[config.mk]
export PLATFORM = sky130hd
export DESIGN_NAME = biu_arbiter
export DESIGN_NICKNAME = d
export VERILOG_FILES = /design/src/rtl/biu_pkg.sv /design/src/rtl/biu_arbiter.sv
export SDC_FILE = /design/constraint.sdc
export NUM_CORES = 1
export LEC_CHECK = 0
export BUFFER_PORTS_ARGS = -buffer_cell sky130_fd_sc_hd__buf_2
export CAP_MARGIN = 25
export CORE_AREA = 2 2 126 128
export DETAILED_ROUTE_END_ITERATION = 10
export DIE_AREA = 0 0 128 130
export GPL_TIMING_DRIVEN = 1
export MAX_ROUTING_LAYER = met4
export PLACE_DENSITY = 0.65
export SYNTH_ARGS = -nofsm -noshare
export SYNTH_HDL_FRONTEND = slang
export SYNTH_SLANG_ARGS = --single-unit
[constraint.sdc]
create_clock -name i_wb_clk -period 6.3 [get_ports i_wb_clk]
set_input_delay 0.945 -clock i_wb_clk [delete_from_list [all_inputs] [get_ports i_wb_clk]]
set_output_delay 0.945 -clock i_wb_clk [all_outputs]
set_load 0.02 [all_outputs]
[src/rtl/biu_pkg.sv]
`default_nettype none

package biu_pkg;

    // Bytes in one BIU data word
    localparam int BIU_DATA_BYTES = 4;

    // Request kind
    typedef enum logic [1:0] {
        BIU_FUNC_READ  = 2'b00,
        BIU_FUNC_WRITE = 2'b01,
        BIU_FUNC_RMW   = 2'b10
    } biu_func_t;

    // Transfer length in bytes
    typedef enum logic [1:0] {
        BIU_LEN_1B = 2'b00,
        BIU_LEN_2B = 2'b01,
        BIU_LEN_4B = 2'b10
    } biu_len_t;

    // Byte i of the word holds address plus i
    typedef logic [BIU_DATA_BYTES*8-1:0] biu_data_t;
    typedef logic [BIU_DATA_BYTES-1:0]   biu_sel_t;
    typedef logic [31:0]                 biu_addr_t;

endpackage

`default_nettype wire

[src/rtl/biu_arbiter.sv]
`timescale 1ns/1ns
`default_nettype none

module biu_arbiter (
    input  wire logic               i_wb_clk,
    input  wire logic               i_arst_n,

    // Client a
    input  wire logic               i_a_en,
    input  wire biu_pkg::biu_func_t i_a_func,
    input  wire biu_pkg::biu_len_t  i_a_len,
    input  wire biu_pkg::biu_sel_t  i_a_sel,
    input  wire biu_pkg::biu_addr_t i_a_addr,
    input  wire biu_pkg::biu_data_t i_a_data,
    output logic                    o_a_done,
    output biu_pkg::biu_data_t      o_a_data,

    // Client b
    input  wire logic               i_b_en,
    input  wire biu_pkg::biu_func_t i_b_func,
    input  wire biu_pkg::biu_len_t  i_b_len,
    input  wire biu_pkg::biu_sel_t  i_b_sel,
    input  wire biu_pkg::biu_addr_t i_b_addr,
    input  wire biu_pkg::biu_data_t i_b_data,
    output logic                    o_b_done,
    output biu_pkg::biu_data_t      o_b_data,

    // Controller side
    output logic                    o_biu_en,
    output biu_pkg::biu_func_t      o_biu_func,
    output biu_pkg::biu_len_t       o_biu_len,
    output biu_pkg::biu_sel_t       o_biu_sel,
    output biu_pkg::biu_addr_t      o_biu_addr,
    output biu_pkg::biu_data_t      o_biu_data,
    input  wire logic               i_biu_done,
    input  wire biu_pkg::biu_data_t i_biu_data
);

    logic busy_r;
    logic grant_b_r;
    logic last_b_r;
    logic pick_b;
    logic start;

    // Client b wins if alone, or if both wait and a was served last
    assign pick_b = i_b_en & (~i_a_en | ~last_b_r);
    assign start  = ~busy_r & (i_a_en | i_b_en);

    always_ff @(posedge i_wb_clk or negedge i_arst_n) begin
        if (!i_arst_n) begin
            busy_r    <= 1'b0;
            grant_b_r <= 1'b0;
            last_b_r  <= 1'b0;
            o_biu_en  <= 1'b0;
        end else begin
            o_biu_en <= start;
            if (start) begin
                busy_r    <= 1'b1;
                grant_b_r <= pick_b;
            end else if (busy_r && i_biu_done) begin
                busy_r   <= 1'b0;
                last_b_r <= grant_b_r;
            end
        end
    end

    // Request fields stay latched for the whole grant
    always_ff @(posedge i_wb_clk) begin
        if (start) begin
            if (pick_b) begin
                o_biu_func <= i_b_func;
                o_biu_len  <= i_b_len;
                o_biu_sel  <= i_b_sel;
                o_biu_addr <= i_b_addr;
                o_biu_data <= i_b_data;
            end else begin
                o_biu_func <= i_a_func;
                o_biu_len  <= i_a_len;
                o_biu_sel  <= i_a_sel;
                o_biu_addr <= i_a_addr;
                o_biu_data <= i_a_data;
            end
        end
    end

    // Done and read data go only to the granted client
    assign o_a_done = busy_r & ~grant_b_r & i_biu_done;
    assign o_b_done = busy_r & grant_b_r & i_biu_done;
    assign o_a_data = (busy_r && !grant_b_r) ? i_biu_data : '0;
    assign o_b_data = (busy_r && grant_b_r) ? i_biu_data : '0;

endmodule

`default_nettype wire

==> run_results.csv <==
group,metric,value,unit
run_status,status,"completed",
clock_network,clkTransAtPathRegs,60,ps
clock_network,cts_buffers,9,
clock_network,clockBufferDepth,2,
sta,setup-violations-final,0,
clock_network,cts.repair.resized,0,
grt,grt_usage,0.136,
sta,finalHoldViolCount,0,
sta,fin_skew,6.48,ps
grt,grt_pass1_vias,3128,
critical_path,crit_path_end_kind,"primary output",
logic_synthesis,syn_inst,242,
grt,antenna_found_initial,0,
layout,antenna_cells,0,
floorplanning,die_height,130,µm
routing,drtPass1Iterations,4,
sta,fmax,0.293,GHz
floorplanning,die_x,128,µm
floorplanning,die-area,0.0166,mm²
floorplanning,initial_utilization,0.260,
routing,drt_iter0_drc,75,
sta,rsz0062_at_grt,"no",
power_and_ir_drop,pwr-share-clk,0.327,
place,hpwlAfterDp,9.46,mm
critical_path,r2r_start,"busy_r",
hold_path,hold_path.class,"input pin to asynchronous set/reset pin",
power_and_ir_drop,p_seq_frac,0.383,
routing,drc,0,
sta,tightestPinTransition,898,ps
clock_network,cts_htree_levels,3,
routing,via_per_inst,4.30,
critical_path,cp_max_fo,38,
logic_synthesis,ys_ff_latch,76,
layout,regArea,0.00226,mm²
logic_synthesis,synth.distinct_cells,18,
grt,grt_pass1_wl,16.5,mm
clock_network,cts_tree,"done",
sta,fin_crit,3410,ps
logic_synthesis,synth_area,0.00401,mm²
logic_synthesis,yosysWarnings,0,
power_and_ir_drop,internal_power,1190,µW
routing,vias,3246,
clock_network,cts_setup_buffers,0,
sta,slew_headroom,0.401,
grt,grt_max_degree,46,
logic_synthesis,synth_nets,423,
layout,drive_above_1_share,0.732,
logic_synthesis,postSynthAreaPerCell,16.6,µm²
clock_network,worstSkewPairLatency,330,ps
floorplanning,fp.coreArea,0.0154,mm²
power_and_ir_drop,ir_drop,0.114,mV
critical_path,crit_path_start_kind,"register",
power_and_ir_drop,power.density,281,mW/mm²
routing,ant_nets,0,
routing,wirelength,11.8,mm
power_and_ir_drop,swShare,0.297,
power_and_ir_drop,switchingPower,501,µW
sta,tns,0,ps
sta,slew_viol_final,0,
power_and_ir_drop,combPwrFrac,0.290,
floorplanning,rows,46,
critical_path,rrSetupSlack,3760,ps
clock_network,cts.hold.buffers_added,0,
critical_path,r2r_end,"o_biu_addr[27]",
clock_network,root_buffer,"clkbuf_16",
layout,final_area,0.00601,mm²
grt,grt.overflow.total,0,
layout,fin_nets,739,
power_and_ir_drop,leakage,0.00311,µW
critical_path,r2r_cells,2,
clock_network,clkSinkCount,76,
critical_path,crit_required,5350,ps
flow_run,drv_cap,0,
sta,whs,404,ps
critical_path,path_class,"register to primary output",
critical_path,arrival,2470,ps
place,io_buffers,319,
layout,fill_cells,1507,
logic_synthesis,synth_seq_area_share,0.565,
layout,syn_to_final_growth,50.1,%
place,place.gp.congestion,0.880,
floorplanning,io_pins,320,
place,post_dp_cell_area,0.00569,mm²
routing,wire_per_inst,15.6,µm
layout,multi_input_area,0.00156,mm²
sta,finalCritPeriodShare,0.542,
per-stage QoR:
stage	instances	power, µW	utilization	setup slack, ps
detailed placement	739	1150	0.369	3270
floorplan	242	992	-	1750
CTS	755	1710	0.390	2890
finish	755	1690	0.390	2890
global route	755	1760	0.390	2680
global placement	739	1140	0.369	3450
synthesized netlist by cell type:
master | instances | area share
nand2_1 | 1 | 0.00094
and2_1 | 33 | 0.052
nand2b_1 | 1 | 0.0016
buf_2 | 1 | 0.0012
a21o_1 | 1 | 0.0019
edfxtp_1 | 72 | 0.54
a21boi_0 | 1 | 0.0019
inv_1 | 1 | 0.00094
buf_12 | 8 | 0.040
mux2_4 | 69 | 0.26
mux2_2 | 3 | 0.0084
nor2b_1 | 1 | 0.0016
a21boi_2 | 1 | 0.0028
dfrtp_1 | 4 | 0.025
a22o_1 | 1 | 0.0022
and3_1 | 33 | 0.052
nor2_1 | 2 | 0.0019
clkbuf_1 | 9 | 0.0084
per-layer routing:
layer	track usage	up-vias	wire, µm
met4	0.0485	0	171
met3	0.0431	19	920
met5	-	-	0
met1	0.142	1492	4650
li1	-	1530	-
met2	0.241	205	6070
layout by cell type, fill, tap and decap left out:
cell type,n
buf_2,319
edfxtp_1,72
mux2_4,69
and3_1,33
and2_1,33
clkbuf_16,9
dfrtp_1,4
buf_4,4
mux2_2,3
inv_6,2
bufinv_16,2
a21boi_4,1
nor2b_1,1
nor2_1,1
nor2_4,1
inv_1,1
nand2_1,1
a21boi_0,1
nand2b_1,1
a22o_1,1
a21o_1,1
clkinv_4,1
clkinvlp_4,1
clkinv_1,1
worst max-delay path: stages (launching register included):
cell and delay [ps]:
dfrtp_1 930, nor2b_1 570, buf_4 310, and2_1 150, buf_2 160
power groups by stage:
stage	registers (µW)	clock network (µW)	logic (µW)
global placement	654	0	483
finish	646	553	489
global route	653	593	519
detailed placement	658	0	492
CTS	647	573	495
floorplan	700	0	292
layout make-up:
cell class / count / area share
flip-flops and latches: 76 / 0.376
repair buffers: 323 / 0.271
multi-input cells: 147 / 0.259
well taps: 192 / 0.0400
clock buffers: 9 / 0.0375
clock inverters: 7 / 0.0162
inverters: 1 / 0.000624
worst max-delay path by stage:
stage                       from            end  slack [ps]  depth (start not counted)
after floorplan           i_b_en  o_biu_addr[0]        1750                          2
after CTS                 busy_r   o_a_data[18]        2890                          4
after global placement    busy_r   o_a_data[30]        3450                          4
final                     busy_r   o_a_data[20]        2890                          4
after detailed placement  busy_r   o_a_data[29]        3270                          4
after global routing      busy_r   o_a_data[20]        2680                          4
state kept, by name (all words and copies together), names as in the netlist:
register,count
busy_r,1
grant_b_r,1
last_b_r,1
o_biu_addr,32
o_biu_data,32
o_biu_en,1
o_biu_func,2
o_biu_len,2
o_biu_sel,4
cell families (layout without fill, tap and decap cells):
| group | after synthesis | count (layout) | share of synthesized area |
|---|---|---|---|
| AO/OA/AOI/OAI | 4 | 4 | 0.00875 |
| buffers and inverters | 19 | 340 | 0.0506 |
| flip-flops | 76 | 76 | 0.565 |
| multiplexers | 72 | 72 | 0.267 |
| AND/OR/NAND/NOR | 71 | 71 | 0.109 |
Note: power is estimated with default switching activity, not from simulation.
