--- config.mk ---
export PLATFORM = sky130hd
export DESIGN_NAME = biu_wb_controller
export DESIGN_NICKNAME = d
export VERILOG_FILES = /design/src/rtl/biu_pkg.sv /design/src/rtl/wb_pkg.sv /design/src/rtl/biu_wb_controller.sv
export SDC_FILE = /design/constraint.sdc
export NUM_CORES = 1
export LEC_CHECK = 0
export BUFFER_PORTS_ARGS = -buffer_cell sky130_fd_sc_hd__buf_4
export CELL_PAD_IN_SITES_DETAIL_PLACEMENT = 2
export CELL_PAD_IN_SITES_GLOBAL_PLACEMENT = 2
export CORE_UTILIZATION = 27
export CTS_CLUSTER_DIAMETER = 100
export CTS_CLUSTER_SIZE = 8
export DETAILED_ROUTE_END_ITERATION = 16
export PLACE_DENSITY_LB_ADDON = 0.25
export REMOVE_ABC_BUFFERS = 1
export SYNTH_ARGS = -nofsm -noshare
export SYNTH_HDL_FRONTEND = slang
export SYNTH_SLANG_ARGS = --single-unit
export TNS_END_PERCENT = 5
--- constraint.sdc ---
create_clock -name i_wb_clk -period 2.8 [get_ports i_wb_clk]
set_clock_uncertainty 0.15 [all_clocks]
set_input_delay 0.42 -clock i_wb_clk [delete_from_list [all_inputs] [get_ports i_wb_clk]]
set_output_delay 0.42 -clock i_wb_clk [all_outputs]
set_load 0.1 [all_outputs]
--- src/rtl/biu_pkg.sv ---
`default_nettype none

package biu_pkg;

    // Bytes in one BIU data word
    localparam int BIU_DATA_BYTES = 4;

    // Request kind
    typedef enum logic [1:0] {
        BIU_FUNC_READ  = 2'b00,
        BIU_FUNC_WRITE = 2'b01,
        BIU_FUNC_RMW   = 2'b10
    } biu_func_t;

    // Transfer length in bytes
    typedef enum logic [1:0] {
        BIU_LEN_1B = 2'b00,
        BIU_LEN_2B = 2'b01,
        BIU_LEN_4B = 2'b10
    } biu_len_t;

    // Byte i of the word holds address plus i
    typedef logic [BIU_DATA_BYTES*8-1:0] biu_data_t;
    typedef logic [BIU_DATA_BYTES-1:0]   biu_sel_t;
    typedef logic [31:0]                 biu_addr_t;

endpackage

`default_nettype wire

--- src/rtl/wb_pkg.sv ---
`default_nettype none

package wb_pkg;

    // Cycle type identifiers
    typedef logic [2:0] wb_cti_t;
    localparam wb_cti_t WB_CTI_CLASSIC = 3'b000;
    localparam wb_cti_t WB_CTI_INCR    = 3'b010;
    localparam wb_cti_t WB_CTI_END     = 3'b111;

    // Burst type with only linear bursts issued
    typedef logic [1:0] wb_bte_t;
    localparam wb_bte_t WB_BTE_LINEAR = 2'b00;

    // 16-bit data port with byte granularity
    localparam int WB_DATA_BYTES = 2;
    localparam int WB_DATA_W     = WB_DATA_BYTES * 8;
    typedef logic [WB_DATA_W-1:0]     wb_data_t;
    typedef logic [WB_DATA_BYTES-1:0] wb_sel_t;
    typedef logic [31:0]              wb_addr_t;

    // SRAM size in halfwords
    localparam int WB_SRAM_WORDS = 256;
    localparam int WB_SRAM_AW    = $clog2(WB_SRAM_WORDS);

endpackage

`default_nettype wire

--- src/rtl/biu_wb_controller.sv ---
`timescale 1ns/1ns
`default_nettype none

module biu_wb_controller (
    input  wire logic               i_wb_clk,
    input  wire logic               i_arst_n,

    // Request side
    input  wire logic               i_biu_en,
    input  wire biu_pkg::biu_func_t i_biu_func,
    input  wire biu_pkg::biu_len_t  i_biu_len,
    input  wire biu_pkg::biu_sel_t  i_biu_sel,
    input  wire biu_pkg::biu_addr_t i_biu_addr,
    input  wire biu_pkg::biu_data_t i_biu_data,
    output logic                    o_biu_done,
    output biu_pkg::biu_data_t      o_biu_data,

    // Wishbone master
    input  wire logic               i_wb_ack,
    input  wire wb_pkg::wb_data_t   i_wb_data,
    output logic                    o_wb_cyc,
    output logic                    o_wb_stb,
    output logic                    o_wb_we,
    output wb_pkg::wb_cti_t         o_wb_cti,
    output wb_pkg::wb_bte_t         o_wb_bte,
    output wb_pkg::wb_sel_t         o_wb_sel,
    output wb_pkg::wb_addr_t        o_wb_addr,
    output wb_pkg::wb_data_t        o_wb_data
);

    typedef enum logic [2:0] {
        ST_IDLE,
        ST_SEND_REQ,
        ST_RMW_READ,
        ST_RMW_MODIFY,
        ST_RMW_WRITE,
        ST_DONE
    } state_t;

    state_t             state_r;
    state_t             state_next;
    // Remaining beats and current halfword lane of the BIU word
    logic [1:0]         cnt_r;
    logic [1:0]         cnt_next;
    logic               idx_r;
    logic               idx_next;
    logic [1:0]         init_cnt;
    logic               done_next;
    biu_pkg::biu_data_t rdata_next;
    logic               cyc_next;
    logic               stb_next;
    logic               we_next;
    wb_pkg::wb_cti_t    cti_next;
    wb_pkg::wb_sel_t    sel_next;
    wb_pkg::wb_addr_t   addr_next;
    wb_pkg::wb_data_t   wdata_next;
    wb_pkg::wb_sel_t    lane_sel;
    wb_pkg::wb_data_t   lane_new;
    wb_pkg::wb_data_t   lane_old;
    wb_pkg::wb_data_t   rmw_data;

    // Short transfers still take one full beat
    always_comb begin
        if (i_biu_len == biu_pkg::BIU_LEN_4B) begin
            init_cnt = 2'(biu_pkg::BIU_DATA_BYTES / wb_pkg::WB_DATA_BYTES);
        end else begin
            init_cnt = 2'd1;
        end
    end

    // Merge selected bytes of the write data over the halfword just read
    always_comb begin
        lane_sel = i_biu_sel[idx_r*wb_pkg::WB_DATA_BYTES +: wb_pkg::WB_DATA_BYTES];
        lane_new = i_biu_data[idx_r*wb_pkg::WB_DATA_W +: wb_pkg::WB_DATA_W];
        lane_old = o_biu_data[idx_r*wb_pkg::WB_DATA_W +: wb_pkg::WB_DATA_W];
        for (int b = 0; b < wb_pkg::WB_DATA_BYTES; b++) begin
            rmw_data[b*8 +: 8] = lane_sel[b] ? lane_new[b*8 +: 8] : lane_old[b*8 +: 8];
        end
    end

    always_comb begin
        state_next = state_r;
        cnt_next   = cnt_r;
        idx_next   = idx_r;
        done_next  = 1'b0;
        rdata_next = o_biu_data;
        cyc_next   = o_wb_cyc;
        stb_next   = o_wb_stb;
        we_next    = o_wb_we;
        cti_next   = o_wb_cti;
        sel_next   = o_wb_sel;
        addr_next  = o_wb_addr;
        wdata_next = o_wb_data;

        case (state_r)
            ST_IDLE: begin
                cnt_next   = init_cnt;
                idx_next   = 1'b0;
                rdata_next = '0;
                cyc_next   = i_biu_en;
                stb_next   = i_biu_en;
                we_next    = (i_biu_func == biu_pkg::BIU_FUNC_WRITE);
                addr_next  = i_biu_addr;
                wdata_next = i_biu_data[wb_pkg::WB_DATA_W-1:0];
                if (i_biu_func == biu_pkg::BIU_FUNC_RMW) begin
                    // Whole halfword is read and written back
                    cti_next = wb_pkg::WB_CTI_CLASSIC;
                    sel_next = '1;
                end else begin
                    cti_next = (init_cnt == 2'd1) ? wb_pkg::WB_CTI_END : wb_pkg::WB_CTI_INCR;
                    sel_next = i_biu_sel[wb_pkg::WB_DATA_BYTES-1:0];
                end
                if (i_biu_en) begin
                    if (i_biu_func == biu_pkg::BIU_FUNC_RMW) begin
                        state_next = ST_RMW_READ;
                    end else begin
                        state_next = ST_SEND_REQ;
                    end
                end
            end
            ST_SEND_REQ: begin
                if (i_wb_ack) begin
                    cnt_next  = cnt_r - 2'd1;
                    idx_next  = idx_r + 1'b1;
                    addr_next = o_wb_addr + wb_pkg::wb_addr_t'(wb_pkg::WB_DATA_BYTES);
                    if (!o_wb_we) begin
                        rdata_next[idx_r*wb_pkg::WB_DATA_W +: wb_pkg::WB_DATA_W] = i_wb_data;
                    end
                    sel_next   = i_biu_sel[idx_next*wb_pkg::WB_DATA_BYTES +:
                                           wb_pkg::WB_DATA_BYTES];
                    wdata_next = i_biu_data[idx_next*wb_pkg::WB_DATA_W +: wb_pkg::WB_DATA_W];
                    // Tag the final beat of the burst
                    if (cnt_next == 2'd1) begin
                        cti_next = wb_pkg::WB_CTI_END;
                    end
                    if (cnt_next == 2'd0) begin
                        cyc_next   = 1'b0;
                        stb_next   = 1'b0;
                        we_next    = 1'b0;
                        done_next  = 1'b1;
                        state_next = ST_DONE;
                    end
                end
            end
            ST_RMW_READ: begin
                if (i_wb_ack) begin
                    stb_next   = 1'b0;
                    rdata_next[idx_r*wb_pkg::WB_DATA_W +: wb_pkg::WB_DATA_W] = i_wb_data;
                    state_next = ST_RMW_MODIFY;
                end
            end
            ST_RMW_MODIFY: begin
                stb_next   = 1'b1;
                we_next    = 1'b1;
                wdata_next = rmw_data;
                state_next = ST_RMW_WRITE;
            end
            ST_RMW_WRITE: begin
                if (i_wb_ack) begin
                    cnt_next  = cnt_r - 2'd1;
                    idx_next  = idx_r + 1'b1;
                    addr_next = o_wb_addr + wb_pkg::wb_addr_t'(wb_pkg::WB_DATA_BYTES);
                    we_next   = 1'b0;
                    if (cnt_next == 2'd0) begin
                        cyc_next   = 1'b0;
                        stb_next   = 1'b0;
                        done_next  = 1'b1;
                        state_next = ST_DONE;
                    end else begin
                        // Strobe stays up for the next read beat
                        state_next = ST_RMW_READ;
                    end
                end
            end
            ST_DONE: begin
                state_next = ST_IDLE;
            end
            default: begin
                state_next = ST_IDLE;
            end
        endcase
    end

    always_ff @(posedge i_wb_clk or negedge i_arst_n) begin
        if (!i_arst_n) begin
            state_r    <= ST_IDLE;
            cnt_r      <= 2'd0;
            idx_r      <= 1'b0;
            o_biu_done <= 1'b0;
            o_wb_cyc   <= 1'b0;
            o_wb_stb   <= 1'b0;
            o_wb_we    <= 1'b0;
        end else begin
            state_r    <= state_next;
            cnt_r      <= cnt_next;
            idx_r      <= idx_next;
            o_biu_done <= done_next;
            o_wb_cyc   <= cyc_next;
            o_wb_stb   <= stb_next;
            o_wb_we    <= we_next;
        end
    end

    always_ff @(posedge i_wb_clk) begin
        o_biu_data <= rdata_next;
        o_wb_cti   <= cti_next;
        o_wb_sel   <= sel_next;
        o_wb_addr  <= addr_next;
        o_wb_data  <= wdata_next;
    end

    assign o_wb_bte = wb_pkg::WB_BTE_LINEAR;

endmodule

`default_nettype wire

==> summary.md <==
| Metric | Value |
|---|---|
| Status | `complete, no violations` |
| Antenna Cells | `0` |
| Vias in the first global route | `5674` |
| Root buf cell | `clkbuf_16` |
| Die width | `145 um` |
| Maximum Capacitance Violations | `0` |
| Hold Crit Start | `i_biu_en` |
| Syn Std Cell Area | `5550 sq um` |
| Final core occ | `between 30% and 40%` |
| Critical R2R Capture | `o_wb_data[1]$_DFFE_PP_` |
| Cells on worst reg2reg path | `5` |
| Vias/cell | `around 5.0` |
| Yosys reg bits | `94` |
| Setup CP Type | `reg2reg` |
| Unique masters post-synth | `44` |
| H-Tree Depth | `3` |
| Synth top area share | `between 40% and 50%` |
| Worst Setup SP | `state_r[0]$_DFFE_PN0P_` |
| Unrepaired setup endpoints after global routing | `false` |
| Die area | `roughly 21000 sq um` |
| Nets | `830` |
| Routed len/inst | `19.0 um` |
| CORE AREA | `roughly 20000 sq um` |
| Number of DRC markers in iteration 0 | `135` |
| Effective utilization at floorplan | `27.5%` |
| Hold Path End | `o_wb_cyc$_DFFE_PN0P_` |
| Hold Vio Cnt, Final | `0` |
| Resize count post-CTS | `0` |
| RePlAce Congestion | `0.775` |
| Final period util | `slightly above 80%` |
| Dpl hpwl | `14300 um` |
| Share of cells above drive strength 1 | `30.2%` |
| Total track usage | `between 15 and 20%` |
| Measured slew at the worst slew-check pin | `783 ps` |
| Final setup vio count | `0` |
| Reg2reg start | `state_r[0]$_DFFE_PN0P_` |
| EDFF count, synth | `84` |
| Synth top cells by count | `edfxtp_1 (84), a21oi_1 (55), mux2i_1 (49)` |
| Clock latency on the worst-skew pair | `350 ps` |
| Critical path arrival | `2220 ps` |
| Most frequent cell after synthesis | `edfxtp_1` |
| Max-slew violations | `0` |
| Synth warn | `0` |
| Critical path startpoint category | `flop` |
| Reg2reg setup slack | `around 520 ps` |
| Antenna violations before repair | `0` |
| Port buffer count | `180` |
| Synth-to-Final Area Change | `36.0%` |
| Routed WL | `about 19000 um` |
| Post-synth top flop | `edfxtp_1` |
| Leading area contributor after synthesis | `edfxtp_1` |
| I/O pins | `183` |
| Remaining global-route overflow | `0` |
| Post-CTS Setup Repair Bufs | `0` |
| Hold path depth | `3` |
| Row Count | `52` |
| Clock Pin Slew Worst Setup and Hold Paths | `about 70 ps` |
| Sequential area share after synthesis | `49.9%` |
| Hold/Removal Path Class | `in2reg` |
| Synth top area cells | `edfxtp_1 (45%), mux2i_1 (8.8%), a21oi_1 (5.0%), dfrtp_1 (4.5%), o21ai_0 (3.3%)` |
| CP Max Fanout | `17` |
| Ys async rst share | `10.6%` |
| CTS tree | `built` |
| TritonCTS Sinks | `94` |
| Pin count of the biggest net entering global routing | `79` |
| TritonRoute pass-1 iters | `4` |
| Post-route antenna net violation count | `0` |
| Total CTS buffers | `9` |
| # fillers | `2246` |
| Syn avg cell area | `9.71 sq um` |
| First-pass GRT wire length | `30800 um` |
| Hold Buf Count CTS | `1` |
| Crit. End Element | `flop` |
| Clock Tree Buf Depth | `2` |
| Residual DRC | `0` |
| Min Tclk post-route | `2280 ps` |
| Headroom to the max-slew limit | `47.7%` |
| Detailed-route via count | `5063` |
| Post-Syn Instances | `572` |
| Critical path required time | `2750 ps` |
| Die H | `145 um` |
| Fmax | `439 MHz` |
-- worst max path at each step --
stage	end	slack, ps
after detailed placement	o_wb_data[2]$_DFFE_PP_	490
after CTS	o_wb_data[12]$_DFFE_PP_	490
after global routing	o_wb_data[10]$_DFFE_PP_	330
after floorplan	o_wb_sel[0]$_DFFE_PP_	-360
final	o_wb_data[1]$_DFFE_PP_	520
after global placement	o_wb_addr[31]$_DFFE_PP_	610
-- sequential cells by signal, summed over array words and instances (netlist names) --
| signal | count |
|---|---|
| o_wb_sel | 2 |
| o_wb_cti | 2 |
| o_wb_data | 16 |
| o_wb_cyc | 1 |
| o_wb_stb | 1 |
| state_r | 3 |
| o_wb_we | 1 |
| cnt_r | 2 |
| o_biu_data | 32 |
| o_biu_done | 1 |
| idx_r | 1 |
| o_wb_addr | 32 |
-- cells in the final DEF, fill, tap and decap left out, types with 4 or more instances in the layout --
cell,instances
nor2_1,47
inv_1,27
xor2_1,11
edfxtp_1,84
o22ai_1,19
a211oi_1,18
nand3_1,12
nor2b_1,19
xnor2_1,17
o21ai_0,37
nand4_1,6
nand2_1,47
a21oi_1,55
dfrtp_1,9
buf_4,193
and4_1,4
o211ai_1,4
mux2i_1,49
nor3_1,22
clkbuf_16,9
-- cell type report --
| cell class | count | area, sq um | area share (%) |
|---|---|---|---|
| repair buffers | 196 | 1500 | 19.9 |
| clock buffers | 9 | 225 | 2.98 |
| multi-input cells | 407 | 2520 | 33.4 |
| well taps | 270 | 338 | 4.47 |
| inverters | 27 | 101 | 1.34 |
| clock inverters | 6 | 86.3 | 1.14 |
| flip-flops and latches | 94 | 2780 | 36.8 |
-- metrics by stage --
| stage | setup WS (ps) | hold WS, ps | instance area, sq um | cells | setup TNS [ps] |
|---|---|---|---|---|---|
| after global routing | 326 | 190 | 7550 | 1009 | 0 |
| final | 523 | 175 | 7550 | 1009 | 0 |
| after global placement | 608 | 116 | 7230 | 993 | 0 |
| after floorplan | -356 | -25.6 | 5370 | 528 | -34270 |
| after CTS | 491 | 167 | 7550 | 1009 | 0 |
| after detailed placement | 487 | 118 | 7230 | 993 | 0 |
-- critical path, stage by stage, from the launching register on --
cell and delay, ps:
dfrtp_1 590, inv_1 180, nor2_1 170, nand2_1 480
o22ai_1 370, a21oi_1 70
-- cell families after synthesis --
group	after synthesis	synth area share [%]
AND/OR/NAND/NOR	179	15.8
flip-flops	94	49.9
XOR/XNOR	28	4.42
adder cells (fa/ha/maj)	3	0.676
multiplexers	49	8.83
buffers and inverters	72	5.14
other	1	0.0675
AO/OA/AOI/OAI	146	15.2
-- layer usage --
layer  routed length (um)  track usage (%)  vias to the layer above
met5                    0                0                        -
met4                  339             6.21                        0
met3                 1310             5.77                       20
met2                 9530             32.3                      130
met1                 8000             21.5                     2519
li1                     -                -                     2394
Power is left out: the tool's default activity adds up to more than one toggle a clock period on the data nets, which glitch-free logic cannot reach.
